==> config.mk <==
export PLATFORM = sky130hd
export DESIGN_NAME = iq_interp
export DESIGN_NICKNAME = d
export VERILOG_FILES = /design/src/hdl/sif_pkg.sv /design/src/hdl/iq_interp.sv
export SDC_FILE = /design/constraint.sdc
export NUM_CORES = 1
export LEC_CHECK = 0
export BUFFER_PORTS_ARGS = -buffer_cell sky130_fd_sc_hd__buf_2
export CELL_PAD_IN_SITES_DETAIL_PLACEMENT = 1
export CELL_PAD_IN_SITES_GLOBAL_PLACEMENT = 1
export CORE_MARGIN = 2
export CORE_UTILIZATION = 38
export CTS_CLUSTER_DIAMETER = 50
export DETAILED_ROUTE_END_ITERATION = 8
export PLACE_DENSITY = 0.81
export SLEW_MARGIN = 10
export SYNTH_ARGS = -nofsm -noshare
export SYNTH_HDL_FRONTEND = slang
export SYNTH_SLANG_ARGS = --single-unit
==> constraint.sdc <==
create_clock -name clk -period 0.85 [get_ports clk]
set_input_delay 0.0425 -clock clk [delete_from_list [all_inputs] [get_ports clk]]
set_output_delay 0.0425 -clock clk [all_outputs]
set_load 0.05 [all_outputs]
==> src/hdl/sif_pkg.sv <==
package sif_pkg;

	// -------------------------------------------------------------------------
	// Datapath widths
	// -------------------------------------------------------------------------

	// Interleaved I/Q drive word from the controller
	localparam int DRIVE_W = 18;

	// Held I and Q words, top 16 drive bits plus one sign bit of headroom
	localparam int IQ_W = 17;

	// Every LO component, both the input LO and the generated ones
	localparam int LO_W = 18;

	// One DAC word, two of them per clock
	localparam int DAC_W = 16;

	// Symmetric clip limit of a DAC word, the most negative code is never sent
	localparam int DAC_MAX = (2 ** (DAC_W - 1)) - 1;

	// -------------------------------------------------------------------------
	// LO band select codes
	// -------------------------------------------------------------------------

	// High band, rotated and interpolated input LO
	localparam logic LO_SEL_145 = 1'b0;
	// Low band, table LO times input LO
	localparam logic LO_SEL_60 = 1'b1;

	// -------------------------------------------------------------------------
	// Scaling
	// -------------------------------------------------------------------------

	// 1/16 step used as a small-angle phase advance
	localparam int INTERP_SHIFT = 4;
	// Mixer sum back to DAC scale
	localparam int LVL_SHIFT = 17;
	// Complex product back to LO scale
	localparam int MUL_SHIFT = 17;

	// -------------------------------------------------------------------------
	// Low-band table
	// -------------------------------------------------------------------------

	// One full LO period, addresses 0 to 32
	localparam int LUT_LEN = 33;
	localparam int LUT_AW = 6;

endpackage

==> src/hdl/iq_interp.sv <==
module iq_interp import sif_pkg::*; (
	input  logic                   clk,
	input  logic                   i_rst_n,
	input  logic [1:0]             i_div_state,
	input  logic signed [DRIVE_W-1:0] i_drive,
	output logic signed [IQ_W-1:0] o_drive_i,
	output logic signed [IQ_W-1:0] o_drive_q
);

	// Top 16 drive bits, the two LSBs carry no useful resolution
	logic signed [IQ_W-2:0] drive_top;
	// Same value with one extra sign bit
	logic signed [IQ_W-1:0] drive_ext;
	// High on the cycle that carries a Q sample
	logic                   q_slot;

	assign drive_top = i_drive[DRIVE_W-1:DRIVE_W-IQ_W+1];
	assign drive_ext = IQ_W'(drive_top);
	assign q_slot    = i_div_state[0];

	// Demultiplex the stream
	// Each word is loaded on its own slot and held through the other one,
	// so the mixers see both I and Q on every clock
	always_ff @(posedge clk or negedge i_rst_n) begin
		if (!i_rst_n) begin
			o_drive_i <= '0;
			o_drive_q <= '0;
		end else begin
			if (q_slot) begin
				o_drive_q <= drive_ext;
			end else begin
				o_drive_i <= drive_ext;
			end
		end
	end

endmodule

# Word level (Yosys, flattened, before mapping)
# Index checks and enable logic that the tools add are counted.
word_totals:
  output_inout_bits: 34
  ff_bits: 32
  elab_cells: 2

# Longest topological paths before layout
depth:
  ltp_word: 0
  ltp_mapped: 3
  depth_no_buf: 1

# Worst setup path after synthesis
# Ideal clock, no wire load.
synth_timing:
  path_kind: "flip-flop to flip-flop"
  start: "register, netlist name o_drive_q[15]"
  end: "register, netlist name o_drive_q[15]"
  setup_time_ps: 125
  synth_period_minus_slack_ps: 1000
  arrival_ps: 876
  path_stages_with_launch: 2
  t_required_ps: 725
  path_slack_ps: -150
  cell_sequence: "dfrtp_1 mux2_2"

# Worst setup path after layout
layout_timing:
  start: "register o_drive_i[7]"
  end: "output o_drive_i[7]"
layout_lines:
  columns: ["element", "line_no", "rtl"]
  rows:
  - ["start: declaration", "iq_interp.sv:6", "output logic signed [IQ_W-1:0] o_drive_i,"]
  - ["start signal: assignment", "iq_interp.sv:32", "o_drive_i <= drive_ext;"]
# No word-level cell between the ends.

==> results.sh <==
export IMPL_async_flop_share_pct=100
export IMPL_antenna_found_initial=0
export IMPL_area_growth_syn_to_layout_pct=68.9
export IMPL_pwr_share_comb_pct=34.7
export IMPL_drive_gt1_share_pct=89.2
export IMPL_initial_core_util_pct=40.1
export IMPL_dpl_cell_count=165
export IMPL_synth_area_mm2=0.00136
export IMPL_synth_top_area_share_pct=58.9
export IMPL_viasPerCell=4.51
export IMPL_track_usage_pct=19.9
export IMPL_wl_per_cell_um=19.2
export IMPL_dieWidth_um=63.8
export IMPL_fin_util_pct=67.8
export IMPL_fmax_ghz=0.996
export IMPL_path_max_fanout=2
export IMPL_worstPathRequired_ps=810
export IMPL_status="finished with violations"
export IMPL_crit_buf_inv=1
export IMPL_max_cap_viol_count=0
export IMPL_root_buffer="clkbuf_4"
export IMPL_design_area_mm2=0.00230
export IMPL_coreArea_mm2=0.00339
export IMPL_yosysMostFrequentCell="dfrtp_1"
export IMPL_slowest_delay_ps=450
export IMPL_portBuffers=52
export IMPL_routabilityCongestion=0.579
export IMPL_p_switching_uw=1560
export IMPL_clk_latency_ps=330
export IMPL_ys_ff_latch=32
export IMPL_drt_iter0_drc=39
export IMPL_vdd_drop_max_mv=1.05
export IMPL_vias=915
export IMPL_clockBufferDepth=2
export IMPL_layout_cells_non_filler=203
export IMPL_grt_max_degree=23
export IMPL_grt_pass1_vias=1083
export IMPL_yosys_warnings=0
export IMPL_synth_edff_count=0
export IMPL_cp_top_family="flip-flops"
export IMPL_die_y_um=63.8
export IMPL_intPower_uw=3060
export IMPL_fp_row_count=21
export IMPL_dp_hpwl_um=1810
export IMPL_synth_top_cells_by_count="dfrtp_1, mux2_4, buf_12"
export IMPL_hold_violations=0
export IMPL_cts_tree="built"
export IMPL_violations="setup timing"
export IMPL_avgSynthCellArea_um2=19.4
export IMPL_worst_ep_arrival_time_ps=960
export IMPL_period_share_pct=118
export IMPL_synth_top_flop_cell="dfrtp_1"
export IMPL_finalClockSkew_ps=0
export IMPL_antenna_left=0
export IMPL_finalMaxSlewViolations=0
export IMPL_end_kind="output port"
export IMPL_grt_overflow_total=0
export IMPL_slew_limit_headroom_pct=82.0
export IMPL_die_area_mm2=0.00407
export IMPL_yosys_area_top_type="dfrtp_1"
export IMPL_syn_nets=92
export IMPL_power_frac_clock_pct=25.3
export IMPL_h_tree_depth=2
export IMPL_io_pins=56
export IMPL_p_per_area_mw_per_mm2=2010
export IMPL_setup_viol=47
export IMPL_clkSinkCount=32
export IMPL_antenna_cells=0
export IMPL_leakagePower_uw=0.00109
export IMPL_dr_pass1_iters=3
export IMPL_routed_wl_um=3890
export IMPL_tightest_slew_ps=269
export IMPL_ys_seq_area_share_pct=58.9
export IMPL_postPlaceCellArea_mm2=0.00170
export IMPL_drcViolationCount=0
export IMPL_critPathLaunchType="flop"
export IMPL_hold_slack_ps=141
export IMPL_rsz0062_at_grt="yes"
export IMPL_min_period_ps=1000
export IMPL_cts_buffers=5
export IMPL_seqPwrFrac_pct=40.0
export IMPL_yosys_cell_types_count=6
export IMPL_crit_type="flop to output port"
export IMPL_hold_class="primary input to async pin"
export IMPL_synth_cells=70
export IMPL_setup_slack_ps=-154
export IMPL_grt_pass1_wl_um=5870
export IMPL_critical_path_cell_chain="buf_6"
export IMPL_slowest_stage="dfrtp_2"
export IMPL_path_clk_slew_ps=110
export IMPL_nNetsFinal=178
export IMPL_switching_share_pct=33.8
export IMPL_yosys_top_cells_area="dfrtp_1, mux2_4, buf_12"
[cell families (layout without fill, tap and decap cells)]
| logic type | after synthesis | after routing | synth area share (%) |
|---|---|---|---|
| buf+inv | 6 | 93 | 6.35 |
| flops | 32 | 32 | 58.9 |
| mux | 32 | 32 | 34.8 |
[per-layer routing]
layer	wire (um)	vias up	global-route usage, %	share of wire [%]
li1	-	409	-	-
met1	1540	464	22.5	40
met2	2120	38	35.7	55
met3	193	4	7.22	5.0
met4	33	0	4.08	0.85
met5	0	-	0	0
[registers in the layout, indices dropped and copies added (netlist names)]
| name | flops |
|---|---|
| o_drive_i | 16 |
| o_drive_q | 16 |
[metrics by stage]
step	setup WS, ps	power (uW)	setup TNS [ps]
finish	-154	4620	-4890
CTS	-150	4550	-4740
floorplan	-59.5	2730	-1760
global placement	17.2	2970	0
global route	-186	4800	-6230
detailed placement	-7.45	3000	-7.56
[timing repair]
item,CTS,global route
hold buffers,17,0
setup buffers,12,1
hold endpoints to repair,64,0
setup endpoints to repair,34,46
resized for setup,70,9
[final timing paths]
check	slack (ps)	to	cells past startpoint	startpoint
worst max-delay path	-150	o_drive_i[7]	1	o_drive_i[7]
worst min-delay path	140	o_drive_i[8]	2	i_rst_n
worst max register to register	-120	o_drive_i[7]	2	o_drive_i[7]
worst min register to register	540	o_drive_q[6]	1	o_drive_q[6]
max in group asynchronous	300	o_drive_q[14]	3	i_rst_n
min in group clk	180	o_drive_q[15]	3	i_div_state[0]
[area by class of cell]
class / instances / area, um^2
Tap cell: 46 / 57.6
Timing Repair Buffer: 85 / 842
Clock inverter: 3 / 42.5
Clock buffer: 5 / 37.5
Fill cell: 304 / 1090
Multi-Input combinational cell: 32 / 477
Sequential cell: 32 / 841
[cell usage in the layout (no fill, tap or decap), drive strengths merged]
| cell type | Yosys | layout |
|---|---|---|
| buf | 6 | 68 |
| dfrtp | 32 | 32 |
| dlygate4sd3 | 0 | 17 |
| clkbuf | 0 | 5 |
| bufinv | 0 | 1 |
| mux2 | 32 | 32 |
| clkinvlp | 0 | 1 |
| clkinv | 0 | 1 |
[power by group through the flow]
| stage | registers, uW | logic, uW | clock network, uW |
|---|---|---|---|
| 2_1_floorplan | 2360 | 365 | 0 |
| 3_3_place_gp | 1800 | 1170 | 0 |
| 3_5_place_dp | 1820 | 1190 | 0 |
| 4_1_cts | 1830 | 1540 | 1180 |
| 5_1_grt | 1870 | 1660 | 1260 |
| 6_report | 1850 | 1600 | 1170 |
No activity file was read; power rests on OpenSTA's default activity.
