## src/hdl/sif_pkg.sv

```systemverilog
package sif_pkg;

	// -------------------------------------------------------------------------
	// Datapath widths
	// -------------------------------------------------------------------------

	// Interleaved I/Q drive word from the controller
	localparam int DRIVE_W = 18;

	// Held I and Q words, top 16 drive bits plus one sign bit of headroom
	localparam int IQ_W = 17;

	// Every LO component, both the input LO and the generated ones
	localparam int LO_W = 18;

	// One DAC word, two of them per clock
	localparam int DAC_W = 16;

	// Symmetric clip limit of a DAC word, the most negative code is never sent
	localparam int DAC_MAX = (2 ** (DAC_W - 1)) - 1;

	// -------------------------------------------------------------------------
	// LO band select codes
	// -------------------------------------------------------------------------

	// High band, rotated and interpolated input LO
	localparam logic LO_SEL_145 = 1'b0;
	// Low band, table LO times input LO
	localparam logic LO_SEL_60 = 1'b1;

	// -------------------------------------------------------------------------
	// Scaling
	// -------------------------------------------------------------------------

	// 1/16 step used as a small-angle phase advance
	localparam int INTERP_SHIFT = 4;
	// Mixer sum back to DAC scale
	localparam int LVL_SHIFT = 17;
	// Complex product back to LO scale
	localparam int MUL_SHIFT = 17;

	// -------------------------------------------------------------------------
	// Low-band table
	// -------------------------------------------------------------------------

	// One full LO period, addresses 0 to 32
	localparam int LUT_LEN = 33;
	localparam int LUT_AW = 6;

endpackage

```

## src/hdl/level_mix.sv

```systemverilog
module level_mix import sif_pkg::*; (
	input  logic                    clk,
	input  logic                    i_rst_n,
	input  logic signed [IQ_W-1:0]  i_drive_i,
	input  logic signed [IQ_W-1:0]  i_drive_q,
	input  logic signed [LO_W-1:0]  i_cos,
	input  logic signed [LO_W-1:0]  i_sin,
	output logic signed [DAC_W-1:0] o_data
);

	// Registered projections of I and Q
	logic signed [IQ_W+LO_W-1:0] p_i;
	logic signed [IQ_W+LO_W-1:0] p_q;

	// Sum with a guard bit, then scaled and clipped
	logic signed [IQ_W+LO_W:0] sum_iq;
	logic signed [IQ_W+LO_W:0] sum_sh;
	logic signed [IQ_W+LO_W:0] sum_sat;

	// Stage 1, products
	always_ff @(posedge clk or negedge i_rst_n) begin
		if (!i_rst_n) begin
			p_i <= '0;
			p_q <= '0;
		end else begin
			p_i <= i_drive_i * i_cos;
			p_q <= i_drive_q * i_sin;
		end
	end

	assign sum_iq = p_i + p_q;
	assign sum_sh = sum_iq >>> LVL_SHIFT;

	// Symmetric clip, keeps the DAC code range balanced around zero
	always_comb begin
		if (sum_sh > DAC_MAX) begin
			sum_sat = DAC_MAX;
		end else if (sum_sh < -DAC_MAX) begin
			sum_sat = -DAC_MAX;
		end else begin
			sum_sat = sum_sh;
		end
	end

	// Stage 2, registered DAC word
	always_ff @(posedge clk or negedge i_rst_n) begin
		if (!i_rst_n) begin
			o_data <= '0;
		end else begin
			o_data <= DAC_W'(sum_sat);
		end
	end

	a_no_min_code: assert property (@(posedge clk) disable iff (!i_rst_n)
		o_data != {1'b1, {(DAC_W - 1){1'b0}}})
		else $error("o_data hit the most negative code");

endmodule

```

## config.mk

```make
export PLATFORM = sky130hd
export DESIGN_NAME = level_mix
export DESIGN_NICKNAME = d
export VERILOG_FILES = /design/src/hdl/sif_pkg.sv /design/src/hdl/level_mix.sv
export SDC_FILE = /design/constraint.sdc
export NUM_CORES = 2
export LEC_CHECK = 0
export ABC_AREA = 0
export BUFFER_PORTS_ARGS = -buffer_cell sky130_fd_sc_hd__buf_2
export CORE_MARGIN = 3
export CORE_UTILIZATION = 40
export CTS_CLUSTER_DIAMETER = 40
export DETAILED_ROUTE_END_ITERATION = 12
export GPL_TIMING_DRIVEN = 0
export HOLD_SLACK_MARGIN = 0.12
export PLACE_DENSITY = 0.61
export SYNTH_ARGS = -nofsm -noshare
export SYNTH_HDL_FRONTEND = slang
export SYNTH_SLANG_ARGS = --single-unit
```

## constraint.sdc

```tcl
create_clock -name clk -period 3.64 [get_ports clk]
set_clock_uncertainty 0.15 [all_clocks]
set_input_delay 0.182 -clock clk [delete_from_list [all_inputs] [get_ports clk]]
set_output_delay 0.182 -clock clk [all_outputs]
set_load 0.01 [all_outputs]
```

After elaboration in Yosys (flattened, before gate mapping)
Cells that the tools add are included.
{ "word_totals": {"wordCells": 10, "inputBits": 72, "ff_bits": 86, "out_inout_bits": 16} }
{ "classes": {"addsub": 1, "order_cmp": 2, "mux": 2, "mul": 2} }
{ "ops": {"columns": ["op", "n"], "rows": [
  ["multiplier 17 x 18 -> 35 bit", 2],
  ["adder 35 x 35 -> 36 bit", 1],
  ["two-way mux 16 bit", 2],
  ["> comparator 19 x 16 -> 1 bit, second input constant", 1],
  ["< comparator 19 x 16 -> 1 bit, second input constant", 1]
]} }

Longest topological paths before layout
{ "logic_depth": {"ltp_word": 4, "ltp_mapped": 25} }

Worst setup path before layout
OpenSTA, ideal clock, no wires.
{ "synth_timing": {"kind": "in2reg", "from": "input port i_drive_i[8]", "to": "register p_i[31]", "required_ps": 3419, "path_stages": 25, "setup_time_ps": 71, "arrival_ps": 6150, "setup_slack_ps": -2731, "cell_sequence": "clkbuf_1 -> clkbuf_1 -> nand2_1 -> fa_1 -> inv_1 -> fa_1 -> inv_1 -> fa_1 -> inv_1 -> fa_1 -> fa_1 -> inv_1 -> fa_1 -> inv_1 -> ha_1 -> and3_1 -> a31oi_1 -> o21ai_0 -> and2_1 -> a311oi_1 -> a21oi_1 -> a211oi_1 -> o21bai_1 -> a2111o_1 -> nand4_1"} }
{ "synth_between": {"elab_chain_cells": 1} }
{ "synth_rtl": {"columns": ["element", "line_no", "text"], "rows": [
  ["from (decl)", "level_mix.sv:4", "input logic signed [IQ_W-1:0] i_drive_i,"],
  ["multiplier 17 x 18 -> 35 bit", "level_mix.sv:26", "p_i <= i_drive_i * i_cos;"],
  ["to (signal assigned)", "level_mix.sv:26", null],
  ["to (decl)", "level_mix.sv:12", "logic signed [IQ_W+LO_W-1:0] p_i;"]
]} }
Every way passes these cells.

Worst setup path in the final report
{ "layout_timing": {"from": "input port i_cos[8]", "to": "register p_i[34]"} }
{ "layout_between": {"elab_chain_cells": 1} }
{ "layout_rtl": {"columns": ["element", "line_no", "text"], "rows": [
  ["from (decl)", "level_mix.sv:6", "input logic signed [LO_W-1:0] i_cos,"],
  ["multiplier 17 x 18 -> 35 bit", "level_mix.sv:26", null]
]} }
Every way passes these cells.

==> results.py <==
metrics = {
    "logic_synthesis": {
        "ys.flop_type": "dfrtp_1",
        "ys_warn_count": 0,
        "synthCells": 2857,
        "netlist_area_um2": 26900,
        "synthArstFlopShare": 1.00,
        "yosysTopAreaCell": "fa_1",
        "synth_seq_cells": 86,
        "synth_edf_count": 0,
        "syn-num-nets": 3759,
        "yosysSeqAreaShare": 0.0801,
        "synth_area_per_cell_um2": 9.40,
        "synthDominantCellAreaShare": 0.463,
        "yosys-top-cells-area": "fa_1 46%, ha_1 9.7%, inv_1 9.4%",
        "ys_types": 75,
    },
    "global_route": {
        "grtUsageTotal": 0.213,
        "grt_pass1_vias": 22300,
        "antenna_found_initial": 3,
        "grt-ovfl-total": 0,
        "grt_pass1_wl_um": 117000,
        "grt_max_degree": 74,
    },
    "sta": {
        "fmax_mhz": 176,
        "worst_slew_pin_slew_ns": 0.590,
        "period_needed_ns": 5.68,
        "min_period_over_period": 1.56,
        "finalWorstSetupSlack_ns": -2.04,
        "slew_viol_final": 0,
        "finalSetupViolCount": 59,
        "hold_viol": 0,
        "rsz0062_at_grt": "yes",
        "relSlewSlack": 0.603,
    },
    "placed_design": {
        "dp_hpwl_um": 58800,
        "dp_cells": 3797,
        "io_buffers": 75,
        "gp_congestion": 0.908,
    },
    "min_path": {
        "hold_path_end": "p_q[1]$_DFF_PN0_",
        "hold_depth": 3,
        "min_path_type": "in2reg",
        "hp-start": "i_sin[0]",
    },
    "setup_path": {
        "start_kind": "primary input",
        "r2r_start": "p_i[2]$_DFF_PN0_",
        "reg2reg_depth": 13,
        "ff2ff_setup_slack_ns": -0.11,
        "rr_endpoint": "o_data[5]$_DFF_PN0_",
        "cp.required_ns": 3.78,
        "path_class": "in2reg",
        "end_kind": "flop",
        "worstPathArrival_ns": 5.83,
        "crit_fanout": 8,
    },
    "outcome": {
        "violations": "negative setup slack",
        "run_status": "complete, but fails checks",
    },
    "route": {
        "vias_per_cell": 5.13,
        "wl_per_cell_um": 18.3,
        "drt-initial-drc-count": 1089,
        "wl_um": 73000,
        "route.vias.total": 20500,
        "drtPass1Iterations": 7,
        "detail-route-antenna-nets": 0,
        "drc_errors": 0,
    },
    "clock_network": {
        "cts_tree": "built",
        "htree_levels": 3,
        "cts_buffer_depth": 2,
        "cts-root-buf": "clkbuf_16",
        "cts_buffers": 9,
        "clk_latency_ns": 0.36,
        "clk_pin_slew_ns": 0.06,
        "clock-sinks": 86,
    },
    "floorplan": {
        "die_y_um": 265,
        "fp.dieArea_um2": 70300,
        "fp.dieW_um": 265,
        "core-area_um2": 66100,
        "initial_core_util": 0.406,
        "ios": 88,
        "fp-row-count": 94,
    },
    "flow_run": {
        "drv_cap": 0,
    },
    "layout": {
        "layout_commonest_cell": "inv_1",
        "syn_to_final_growth_pct": 27.3,
        "final_nets": 4023,
        "final_cell_mix": "623 x inv_1, 596 x fa_1, 281 x and2_1",
        "final_cells": 3991,
        "drive_gt1_frac": 0.227,
    },
}
-- registers in the layout (all words and copies together), names as in the netlist --
signal / cells
p_i: 35
p_q: 35
o_data: 16
-- through the flow --
| stage | utilization | TNS [ns] | setup slack [ns] | hold WS [ns] | area (um^2) |
|---|---|---|---|---|---|
| 6_report | 0.517 | -75.82 | -2.04 | 0.147 | 34200 |
| 5_1_grt | 0.517 | -83.98 | -2.22 | 0.153 | 34200 |
| 4_1_cts | 0.493 | -77.05 | -2.03 | 0.173 | 32600 |
| 3_5_place_dp | 0.447 | -114.98 | -3.07 | -0.101 | 29600 |
| 3_3_place_gp | 0.447 | -111.16 | -3.04 | 0.450 | 29500 |
| 2_1_floorplan | - | -68.82 | -2.20 | -0.264 | 28100 |
-- Yosys cell counts, types with 3 or more instances --
master     count
inv_1        675
fa_1         622
and2_1       316
nand2_1      306
ha_1         208
clkbuf_1      89
dfrtp_1       86
nor2_1        72
a21oi_1       68
xnor2_1       63
a21o_1        37
o21ai_0       33
and3_1        19
nand2b_1      19
nand3_1       17
nor3_1        16
o31ai_1       15
a211oi_1      14
xor2_1        13
nand4_1       12
nor2b_1       11
o21ai_1       11
a31oi_1       10
o21a_1        10
o21bai_1      10
or3_1         10
o211ai_1       8
a21oi_2        5
nand3b_1       5
nor4_1         5
a211o_1        4
mux2i_1        4
or4_1          4
a2111oi_0      3
a311oi_1       3
buf_2          3
o311ai_1       3
or2_2          3
-- worst max path at each step --
stage,end,slack [ns],startpoint
after floorplan,p_i[31]$_DFF_PN0_,-2.20,i_drive_i[10]
after global placement,p_i[31]$_DFF_PN0_,-3.04,i_drive_i[13]
after detailed placement,p_i[31]$_DFF_PN0_,-3.07,i_drive_i[13]
after CTS,p_i[31]$_DFF_PN0_,-2.03,i_drive_i[12]
after global routing,p_i[31]$_DFF_PN0_,-2.22,i_drive_i[5]
final,p_i[34]$_DFF_PN0_,-2.04,i_cos[8]
-- routing by layer --
| metal | global-route usage | up-vias | routed length (um) |
|---|---|---|---|
| li1 | - | 9108 | - |
| met1 | 0.283 | 10800 | 30500 |
| met2 | 0.368 | 480 | 36700 |
| met3 | 0.0395 | 121 | 4160 |
| met4 | 0.0426 | 4 | 1630 |
| met5 | 0 | - | 17 |
-- cell families (layout without fill, tap and decap cells) --
logic type,after synthesis,count (layout),synth area share
flops,86,86,0.0801
other cells,0,1,0
fa+ha+maj,830,830,0.560
simple gates,826,826,0.159
xor+xnor,76,76,0.0248
compound gates,262,262,0.0657
mux,6,6,0.00233
buf+inv,771,1040,0.108
-- critical path, cell delays in order --
cell and delay (ns):
buf_6 0.13, clkbuf_16 0.16, nand2_1 0.07, fa_1 0.53, inv_1 0.05, fa_1 0.48, fa_1 0.55, fa_1 0.47
fa_1 0.56, inv_2 0.04, fa_1 0.51, inv_2 0.05, ha_4 0.22, buf_6 0.11, buf_6 0.11, inv_6 0.06
o21bai_4 0.06, a21oi_2 0.15, o21ai_2 0.09, a21oi_2 0.19, buf_4 0.15, a21oi_4 0.06, o21ai_2 0.21, a21oi_4 0.11
a2111o_1 0.43, nand3_2 0.07
-- timing repair --
| item | 4_1_cts | 5_1_grt |
|---|---|---|
| pin swaps | 121 | 185 |
| setup buffers | 130 | 72 |
| cloned | 3 | 2 |
| hold buffers | 6 | 0 |
| gates resized for setup | 383 | 243 |
| setup endpoints to repair | 70 | 69 |
| hold endpoints to repair | 89 | 0 |
-- final cells by class --
class,count,area (um^2)
Antenna cell,1,2.50
Buffer,92,1850
Clock buffer,10,239
Clock inverter,6,50.0
Fill cell,5933,31900
Inverter,677,2560
Multi-Input combinational cell,2000,23700
Sequential cell,86,2150
Tap cell,864,1080
Timing Repair Buffer,255,2540
Power is not shown: default switching activity piles up to over one toggle a cycle in this logic, so the estimate is an artifact.
