===== config.mk =====
export PLATFORM = sky130hd
export DESIGN_NAME = lo_145_gen
export DESIGN_NICKNAME = d
export VERILOG_FILES = /design/src/hdl/sif_pkg.sv /design/src/hdl/lo_145_gen.sv
export SDC_FILE = /design/constraint.sdc
export NUM_CORES = 1
export LEC_CHECK = 0
export BUFFER_PORTS_ARGS = -buffer_cell sky130_fd_sc_hd__clkbuf_2
export CAP_MARGIN = 20
export CORE_MARGIN = 8
export CORE_UTILIZATION = 44
export DETAILED_ROUTE_END_ITERATION = 8
export SLEW_MARGIN = 40
export SYNTH_ARGS = -nofsm -noshare
export SYNTH_HDL_FRONTEND = slang
export SYNTH_SLANG_ARGS = --single-unit

===== constraint.sdc =====
create_clock -name clk -period 5.3 [get_ports clk]
set_input_delay 0.795 -clock clk [delete_from_list [all_inputs] [get_ports clk]]
set_output_delay 0.795 -clock clk [all_outputs]
set_load 0.1 [all_outputs]

===== src/hdl/sif_pkg.sv =====
package sif_pkg;

	// -------------------------------------------------------------------------
	// Datapath widths
	// -------------------------------------------------------------------------

	// Interleaved I/Q drive word from the controller
	localparam int DRIVE_W = 18;

	// Held I and Q words, top 16 drive bits plus one sign bit of headroom
	localparam int IQ_W = 17;

	// Every LO component, both the input LO and the generated ones
	localparam int LO_W = 18;

	// One DAC word, two of them per clock
	localparam int DAC_W = 16;

	// Symmetric clip limit of a DAC word, the most negative code is never sent
	localparam int DAC_MAX = (2 ** (DAC_W - 1)) - 1;

	// -------------------------------------------------------------------------
	// LO band select codes
	// -------------------------------------------------------------------------

	// High band, rotated and interpolated input LO
	localparam logic LO_SEL_145 = 1'b0;
	// Low band, table LO times input LO
	localparam logic LO_SEL_60 = 1'b1;

	// -------------------------------------------------------------------------
	// Scaling
	// -------------------------------------------------------------------------

	// 1/16 step used as a small-angle phase advance
	localparam int INTERP_SHIFT = 4;
	// Mixer sum back to DAC scale
	localparam int LVL_SHIFT = 17;
	// Complex product back to LO scale
	localparam int MUL_SHIFT = 17;

	// -------------------------------------------------------------------------
	// Low-band table
	// -------------------------------------------------------------------------

	// One full LO period, addresses 0 to 32
	localparam int LUT_LEN = 33;
	localparam int LUT_AW = 6;

endpackage


===== src/hdl/lo_145_gen.sv =====
module lo_145_gen import sif_pkg::*; (
	input  logic                   clk,
	input  logic                   i_rst_n,
	input  logic [1:0]             i_div_state,
	input  logic signed [LO_W-1:0] i_cosa,
	input  logic signed [LO_W-1:0] i_sina,
	output logic signed [LO_W-1:0] o_cos1,
	output logic signed [LO_W-1:0] o_sin1,
	output logic signed [LO_W-1:0] o_cos2,
	output logic signed [LO_W-1:0] o_sin2
);

	// Input LO after the quarter-rate rotation
	logic signed [LO_W-1:0] cos_rot;
	logic signed [LO_W-1:0] sin_rot;

	// -------------------------------------------------------------------------
	// Quarter-rate rotation
	// -------------------------------------------------------------------------

	// Multiply by i^state to move the 7/33 LO up by a quarter of the clock
	// Bit inversion stands in for negation, off by one LSB
	always_ff @(posedge clk or negedge i_rst_n) begin
		if (!i_rst_n) begin
			cos_rot <= '0;
			sin_rot <= '0;
		end else begin
			case (i_div_state)
				2'd0: cos_rot <= i_cosa;
				2'd1: cos_rot <= ~i_sina;
				2'd2: cos_rot <= ~i_cosa;
				default: cos_rot <= i_sina;
			endcase
			case (i_div_state)
				2'd0: sin_rot <= i_sina;
				2'd1: sin_rot <= i_cosa;
				2'd2: sin_rot <= ~i_sina;
				default: sin_rot <= ~i_cosa;
			endcase
		end
	end

	// -------------------------------------------------------------------------
	// DDR interpolation
	// -------------------------------------------------------------------------

	// Phase 1 is the rotated LO times (1 + i/16)
	// Phase 2 is the rotated LO times (i + 1/16), a quarter turn further on
	// 1/16 approximates the small extra phase step between DDR samples
	always_ff @(posedge clk or negedge i_rst_n) begin
		if (!i_rst_n) begin
			o_cos1 <= '0;
			o_sin1 <= '0;
			o_cos2 <= '0;
			o_sin2 <= '0;
		end else begin
			o_cos1 <= cos_rot - (sin_rot >>> INTERP_SHIFT);
			o_sin1 <= sin_rot + (cos_rot >>> INTERP_SHIFT);
			o_cos2 <= ~sin_rot + (cos_rot >>> INTERP_SHIFT);
			o_sin2 <= cos_rot + (sin_rot >>> INTERP_SHIFT);
		end
	end

	// Rotation is only correct if the divider steps once per clock
	a_div_step: assert property (@(posedge clk) disable iff (!i_rst_n)
		i_div_state == $past(i_div_state) + 2'd1)
		else $error("div_state skipped, now %0d", i_div_state);

endmodule


* Word-level counts from Yosys, hierarchy flattened *
Index checks and enable logic that the tools add are counted.

storage, ports and cells
  register bits after elaboration = 108
  bits in latches = 0
  RAM bits = 0
  memory bits (read-only) = 0
  input port bits = 40
  output and inout bits = 72
  word-level logic and storage cells = 18
  memories = 0

operators by class
  add/subtract/negate cells = 4
  $mul = 0
  divide/modulo/power cells = 0
  magnitude comparators = 0
  equality and inequality tests = 2
  shift operators = 0
  multiplexer cells = 2
  bitwise logic cells = 3
  reduce and logical (&&, ||, !) cells = 1

operators with widths
  operator                                                         count
  18-bit case mux with 3 select lines                              2
  18-bit by 14-bit adder with 18-bit output                        3
  18-bit inverter                                                  3
  18-bit by 14-bit subtractor with 18-bit output                   1
  2-bit by 1-bit == test with 1-bit output, second input constant  1
  2-bit == test, second input constant                             1
  2-bit logical NOT                                                1

* Depth between registers and ports, before layout *
Gate-level depths: netlist (run 1).

  word-level depth = 2
  depth in mapped cells = 10
  depth with buffers taken out = 10

* Worst setup path after synthesis (run 1) *
Ideal clock, no wire load.

  path type = reg-to-reg
  start = register cos_rot[4]
  end = register o_cos2[12]
  setup time = 0.080 ns
  arrival = 2.188 ns
  data required time = 5.220 ns
  setup slack = 3.032 ns
  cell stages (with the launch flop) = 9
  buffers on the path = 0
  clock period less this slack = 2.268 ns
  path through = dfrtp_1 -> ha_1 -> fa_1 -> a21oi_4 -> o31ai_2 -> a2111oi_2 -> o31ai_1 -> a31oi_1 -> xnor2_1

between the ends
  cells in the longest elaborated chain, start to end = 1

ends and longest elaborated chain
  item                                       line              source
  start: declaration                         lo_145_gen.sv:14  logic signed [LO_W-1:0] cos_rot;
  start signal: assignment                   lo_145_gen.sv:29  2'd0: cos_rot <= i_cosa;
  start signal: assignment                   lo_145_gen.sv:30  2'd1: cos_rot <= ~i_sina;
  start signal: assignment                   lo_145_gen.sv:31  2'd2: cos_rot <= ~i_cosa;
  18-bit by 14-bit adder with 18-bit output  lo_145_gen.sv:59  o_cos2 <= ~sin_rot + (cos_rot >>> INTERP_SHIFT);
  end signal: assignment                     lo_145_gen.sv:59
  end: declaration                           lo_145_gen.sv:9   output logic signed [LO_W-1:0] o_cos2,

No other way between the ends.

* Worst setup path after layout (run 1) *
  start = register sin_rot[17]
  end = register o_sin2[16]

between the ends
  cells in the longest elaborated chain, start to end = 1

ends and longest elaborated chain
  item                                       line              source
  start: declaration                         lo_145_gen.sv:15  logic signed [LO_W-1:0] sin_rot;
  start signal: assignment                   lo_145_gen.sv:35  2'd0: sin_rot <= i_sina;
  start signal: assignment                   lo_145_gen.sv:36  2'd1: sin_rot <= i_cosa;
  start signal: assignment                   lo_145_gen.sv:37  2'd2: sin_rot <= ~i_sina;
  18-bit by 14-bit adder with 18-bit output  lo_145_gen.sv:60  o_sin2 <= cos_rot + (sin_rot >>> INTERP_SHIFT);
  end signal: assignment                     lo_145_gen.sv:60
  end: declaration                           lo_145_gen.sv:10  output logic signed [LO_W-1:0] o_sin2

No other way between the ends.

==> impl_metrics.tcl, run 1 <==
set metrics [dict create \
    cts.sinks 107 \
    rsz0062_at_grt "false" \
    synth_area_leaders "dfrtp_1 37%, ha_1 12%, xnor2_1 9.2%" \
    yosysTopAreaCellShare_pct 37.5 \
    period_minus_slack_ns 2.65 \
    synthesis.nets 842 \
    drc 0 \
    antenna_found_initial 0 \
    ys_seq_elements 107 \
    avgSynthCellArea_um2 9.79 \
    use_met2_pct 32.2 \
    maxClockFrequency_mhz 377 \
    post-cts-setup-buffers 0 \
    die_height_um 143 \
    gr-usage-met3_pct 2.75 \
    nets 929 \
    synth.distinct_cells 73 \
    dp_slack_ns 2.70 \
    critPathTopFamily "compound AO/OA/AOI/OAI gates" \
    cpMaxStageDelayCell "ha_1" \
    ys_seq_area_share_pct 37.5 \
    required_ns 5.54 \
    areaGrowthSynthToFinish_pct 13.3 \
    finalSetupViolations 0 \
    vias 5732 \
    final_cells 1037 \
    yosys_warnings 0 \
    slew_viol_final 0 \
    path_cells "inv_1 -> ha_1 -> inv_1 -> a211oi_1 -> a211oi_1 -> a221o_1 -> nor3_1" \
    drt-vias-per-instance 5.53 \
    cts_tree "built" \
    syn_inst 730 \
    cp_max_fo 9 \
    skew_ns 0.00986 \
    ctsRootBufferMaster "clkbuf_16" \
    hold_ws_ns 0.418 \
    grtUsageTotal_pct 19.9 \
    fin_crit_sh_pct 50.1 \
    cp.arrival_ns 2.90 \
    synth_edf_count 0 \
    crit_start "sin_rot[17]" \
    async_reset_ff_share_pct 100 \
    r2r_start "sin_rot[17]" \
    cts_hold_buf 0 \
    status "finished, final reports clean" \
    cp.buffers_inverters 2 \
    port_buffers 111 \
    worst_slack_ns 2.65 \
    grt_busiest_layer "met2" \
    postRouteAntennaNets 0 \
    hold_viol_final 0 \
    grt_pass1_wl_mm 31.2 \
    cp_slowest_stage_delay_ns 0.53 \
    dieArea_um2 20600 \
    die_w_um 143 \
    crit_type "reg2reg" \
    drt_iter0_drc 408 \
    dp_hpwl_mm 15.8 \
    gp_congestion 0.902 \
    multi_input_area_um2 4110 \
    yosysTopAreaCell "dfrtp_1" \
    grt_start_max_net_pins 67 \
    row_count 46 \
    clkLatencyLatePin_ns 0.36 \
    cts_made_buffers 9 \
    endpoint_kind "register" \
    cp-start-kind "register" \
    grt_pass1_vias 5633 \
    maxCapViolCount 0 \
    initial_utilization_pct 45.0 \
    grtUsageMet1_pct 26.5 \
    nFillCells 1516 \
    maxSlewHeadroom_pct 54.3 \
    layout-drive-gt1-share_pct 18.6 \
    dp.cells 1022 \
    syn_area_um2 7150 \
    clkTransAtPathRegs_ns 0.07 \
    final_common_cell "clkbuf_2" \
    regArea_um2 2680 \
    io_pins 112 \
    drtPass1Iterations 7 \
    ctsHtreeMaxLevel 3 \
    hp-class "in2async" \
    layout_common_cells "108 x clkbuf_2, 107 x dfrtp_1, 75 x xnor2_1, 68 x ha_1, 47 x inv_1" \
    post_cts_resized 0 \
    finalSetupTns_ns 0 \
    wl_per_cell_um 19.2 \
    overflow 0 \
    routed_wirelength_mm 19.9 \
    antenna_cells 0 \
    ctsLongestPathBuffers 2 \
    synth_top_flop_cell "dfrtp_1" \
    core_um2 15900 \
    worst_pin_slew_ns 0.682 \
]
registers in the layout (all words and copies together), names as in the netlist:
register / flops
o_cos1: 18
sin_rot: 18
o_cos2: 18
o_sin1: 18
o_sin2: 17
cos_rot: 18
layer usage:
layer  wire, um  vias to the layer above
li1           -                     2719
met1       9300                     2806
met2       9330                      187
met3        963                       20
met4        326                        0
met5          0                        -
kinds of logic after synthesis:
family	after synthesis	synth area share, %
XOR/XNOR	90	11.0
flip-flops	107	37.5
AO/OA/AOI/OAI	184	17.9
multiplexers	20	2.80
buffers and inverters	85	5.01
AND/OR/NAND/NOR	172	12.8
adder cells (fa/ha/maj)	72	13.0
synth_stat cells, types with 4 or more instances:
library cell,n
a211o_1,4
a211oi_1,6
a21o_1,10
a21oi_1,46
a311oi_1,5
a31oi_1,11
and3_1,4
buf_2,13
buf_4,4
clkbuf_1,15
dfrtp_1,107
fa_1,4
ha_1,68
inv_1,47
mux2i_1,20
nand2_1,45
nand2b_1,15
nand3_1,8
nor2_1,36
nor2b_1,11
nor3_1,14
nor3b_1,5
o2111ai_1,4
o211ai_1,6
o21a_1,5
o21ai_0,30
o21ai_1,11
o21bai_1,9
o31ai_1,5
or3_1,4
xnor2_1,75
xor2_1,15
worst reg2reg max path, cell delays in order (launching register included):
cell      delay [ns]
dfrtp_1         0.51
inv_1           0.15
ha_1            0.53
inv_1           0.17
a211oi_1        0.39
a211oi_1        0.19
a221o_1         0.35
nor3_1          0.24
metrics by stage:
step | util (%) | area, um^2
after floorplan | - | 7150
after global placement | 49.1 | 7810
after detailed placement | 49.2 | 7810
after CTS | 50.9 | 8090
after global routing | 50.9 | 8090
final | 50.9 | 8090
final cells by class:
| type | count | share of cell area (%) |
|---|---|---|
| well taps | 216 | 3.34 |
| multi-input cells | 538 | 50.8 |
| repair buffers | 112 | 7.10 |
| clock inverters | 6 | 0.634 |
| flip-flops and latches | 107 | 33.1 |
| inverters | 49 | 2.27 |
| clock buffers | 9 | 2.78 |
worst paths after layout:
| path | to | slack [ns] | cells after the start |
|---|---|---|---|
| worst max-delay path | o_sin2[16] | 2.65 | 7 |
| worst min-delay path | o_cos2[2] | 0.42 | 1 |
| max in group asynchronous | o_cos1[12] | 3.89 | 2 |
| worst min register to register | o_cos2[0] | 0.61 | 2 |
| min in group clk | o_cos2[0] | 0.61 | 2 |
| worst max register to register | o_sin2[16] | 2.65 | 7 |
Power of run 1 is left out: the tool's default activity adds up to more than one toggle a clock period on the data nets, which glitch-free logic cannot reach.
==> run 2: changes to the inputs <==
--- a/config.mk
+++ b/config.mk
@@ -5,11 +5,13 @@
 export SDC_FILE = /design/constraint.sdc
 export NUM_CORES = 1
 export LEC_CHECK = 0
+export ABC_AREA = 1
 export BUFFER_PORTS_ARGS = -buffer_cell sky130_fd_sc_hd__clkbuf_2
 export CAP_MARGIN = 20
 export CORE_MARGIN = 8
 export CORE_UTILIZATION = 44
 export DETAILED_ROUTE_END_ITERATION = 8
+export PLACE_DENSITY = 0.67
 export SLEW_MARGIN = 40
 export SYNTH_ARGS = -nofsm -noshare
 export SYNTH_HDL_FRONTEND = slang
==> constraint.sdc (replaced) <==
create_clock -name clk -period 2.4 [get_ports clk]
set_input_delay 0.36 -clock clk [delete_from_list [all_inputs] [get_ports clk]]
set_output_delay 0.36 -clock clk [all_outputs]
set_load 0.1 [all_outputs]
==> run 2 against run 1 <==
- sequential share of layout area is 1.2 points lower
- wire length is 3.4% lower
- global-route usage is 1.6 points lower
- highest routed layer unchanged
- largest cell class unchanged
- via count increased by 9.0%
==> impl_metrics.tcl, run 2 <==
set metrics [dict create \
    hold_viol_final 0 \
    synthAdderAreaFrac_pct 12.6 \
    period_minus_slack_ns 2.08 \
    post_cts_resized 0 \
    crit_type "reg2reg" \
    cp_common_cell "nand2_1" \
    top_layer_used "met4" \
    met2WireLength_mm 8.74 \
    path_cells "ha_1 -> fa_1 -> nand2_1 -> nand3_1 -> nand3_1 -> nand2_1 -> nand3_1 -> nand2_1 -> nand2_1 -> nand2_1" \
    die_w_um 146 \
    wl_met1_mm 9.06 \
    ctsHtreeMaxLevel 3 \
    synth_xor_area_share_pct 8.62 \
    maxSlewHeadroom_pct 61.0 \
    row_count 47 \
    postRouteAntennaNets 0 \
    ys_seq_elements 107 \
    cp_slowest_stage_delay_ns 0.47 \
    avgSynthCellArea_um2 7.76 \
    status "finished, final reports clean" \
    syn_area_um2 7410 \
    async_reset_ff_share_pct 100 \
    synth.distinct_cells 33 \
    final_common_cell "nand2_1" \
    drt_iter0_drc 430 \
    synth_area_leaders "dfrtp_1 36%, nand2_1 12%, ha_1 11%" \
    grt_pass1_wl_mm 31.5 \
    clkTransAtPathRegs_ns 0.07 \
    port_buffers 111 \
    routed_wirelength_mm 19.3 \
    syn_inst 955 \
    areaGrowthSynthToFinish_pct 13.4 \
    dp_hpwl_mm 15.6 \
    required_ns 2.64 \
    wl_met3_mm 1.18 \
    regArea_um2 2680 \
    grtUsageTotal_pct 18.3 \
    peakVddDrop_mv 0.898 \
    rsz0062_at_grt "false" \
    nets 1162 \
    ctsRootBufferMaster "clkbuf_16" \
    synth.area.mux_share_pct 2.67 \
    cp.arrival_ns 2.32 \
    layout-drive-gt1-share_pct 15.5 \
    cpMaxStageDelayCell "dfrtp_1" \
    initial_utilization_pct 44.9 \
    yosys.cell_count.top_type "nand2_1" \
    wl_per_cell_um 15.1 \
    io_pins 112 \
    multi_input_area_um2 4080 \
    antenna_cells 0 \
    die_height_um 146 \
    synthSimpleGateAreaFrac_pct 22.9 \
    dp_slack_ns 0.333 \
    grt_pass1_vias 6049 \
    synth_top_flop_cell "dfrtp_1" \
    p_leak_uw 0.00459 \
    drtPass1Iterations 5 \
    nFillCells 1643 \
    yosysTopAreaCell "dfrtp_1" \
    yosysTopAreaCellShare_pct 36.1 \
    synth_top_family_by_area "simple AND/OR/NAND/NOR gates" \
    drt-vias-per-instance 4.90 \
    cp_max_fo 4 \
    ctsLongestPathBuffers 2 \
    synth_edf_count 0 \
    worst_slack_ns 0.321 \
    hp-class "in2reg" \
    grt_start_max_net_pins 61 \
    skew_ns 0.00732 \
    cts_tree "built" \
    slew_viol_final 0 \
    core_um2 16500 \
    endpoint_kind "register" \
    gp_congestion 0.880 \
    cts_made_buffers 9 \
    synthesis.nets 1067 \
    maxCapViolCount 0 \
    fin_crit_sh_pct 86.6 \
    cts.sinks 107 \
    worst_pin_slew_ns 0.585 \
    overflow 0 \
    layout_common_cells "243 x nand2_1, 118 x inv_1, 110 x clkbuf_2, 107 x dfrtp_1, 79 x nor2_1" \
    antenna_found_initial 0 \
    cp-start-kind "register" \
    yosys-top-cells-count "243 x nand2_1, 118 x inv_1, 107 x dfrtp_1, 79 x nor2_1, 68 x ha_1" \
    vias 6247 \
    powerDensity_nw_per_um2 1380 \
    clkLatencyLatePin_ns 0.36 \
    drc 0 \
    finalSetupViolations 0 \
    finalSetupTns_ns 0 \
    maxClockFrequency_mhz 481 \
    ys_seq_area_share_pct 36.1 \
    yosys_warnings 0 \
    synth_compound_area_share_pct 8.20 \
    dieArea_um2 21300 \
]
[run 2: logic make-up (layout without fill, tap and decap cells)]
group	Yosys count	after routing
buffers and inverters	160	260
adders and majority gates	72	72
AOI/OAI and AO/OA	113	113
DFF	107	107
and+or+nand+nor	412	412
muxes	18	18
xor gates and xnor gates	73	73
[run 2: where the power goes]
group	internal, uW	leakage (uW)	switching, uW
clock network	733	0.000133	685
registers	2420	0.00126	260
logic	1280	0.00320	6220
[run 2: path summary, 6_finish.rpt]
path	startpoint	to	slack, ns	depth (start not counted)
worst min register to register	sin_rot[1]	o_sin1[1]	0.61	1
worst min-delay path	i_cosa[4]	sin_rot[4]	0.33	3
worst max register to register	cos_rot[4]	o_cos2[14]	0.32	10
max in group asynchronous	i_rst_n	o_cos1[12]	1.34	3
worst max-delay path	cos_rot[4]	o_cos2[14]	0.32	10
min in group asynchronous	i_rst_n	o_sin1[2]	0.36	2
[run 2: through the flow]
step                power [uW]  cell area [um^2]  instances  hold WS [ns]  util, %
finish                   11600              8410       1275         0.329     50.9
global route             12200              8410       1275         0.323     50.9
CTS                      11700              8410       1275         0.319     50.9
detailed placement       10200              8130       1258         0.207     49.2
global placement         10200              8130       1258         0.203     49.2
floorplan                 8860              7410        955        0.0644        -
[run 2: worst max-delay path: cells and delay by family, from the launching register on]
family | cells | cell delay, ns
adders and majority gates | 2 | 0.77
DFF | 1 | 0.47
and+or+nand+nor | 8 | 0.70
[run 2: cell type report]
cell class / instances / share of cell area [%]
sequential: 107 / 31.8
tap: 220 / 3.27
timing repair buffer: 117 / 7.50
multi-input combinational: 688 / 48.5
inverter: 127 / 5.67
clock inverter: 4 / 0.312
clock buffer: 12 / 2.93
[run 2: repair_timing]
action                                 4_1_cts  5_1_grt
setup buffers                                0        0
hold buffers                                 1        0
endpoints found under the hold margin        9        0
[run 2: routing by layer]
metal / track usage, % / vias up
met1: 25.0 / 2854
met3: 4.35 / 19
li1: - / 3184
met4: 5.05 / 0
met5: 0 / -
met2: 28.3 / 190
(Power assumes the default switching activity.)
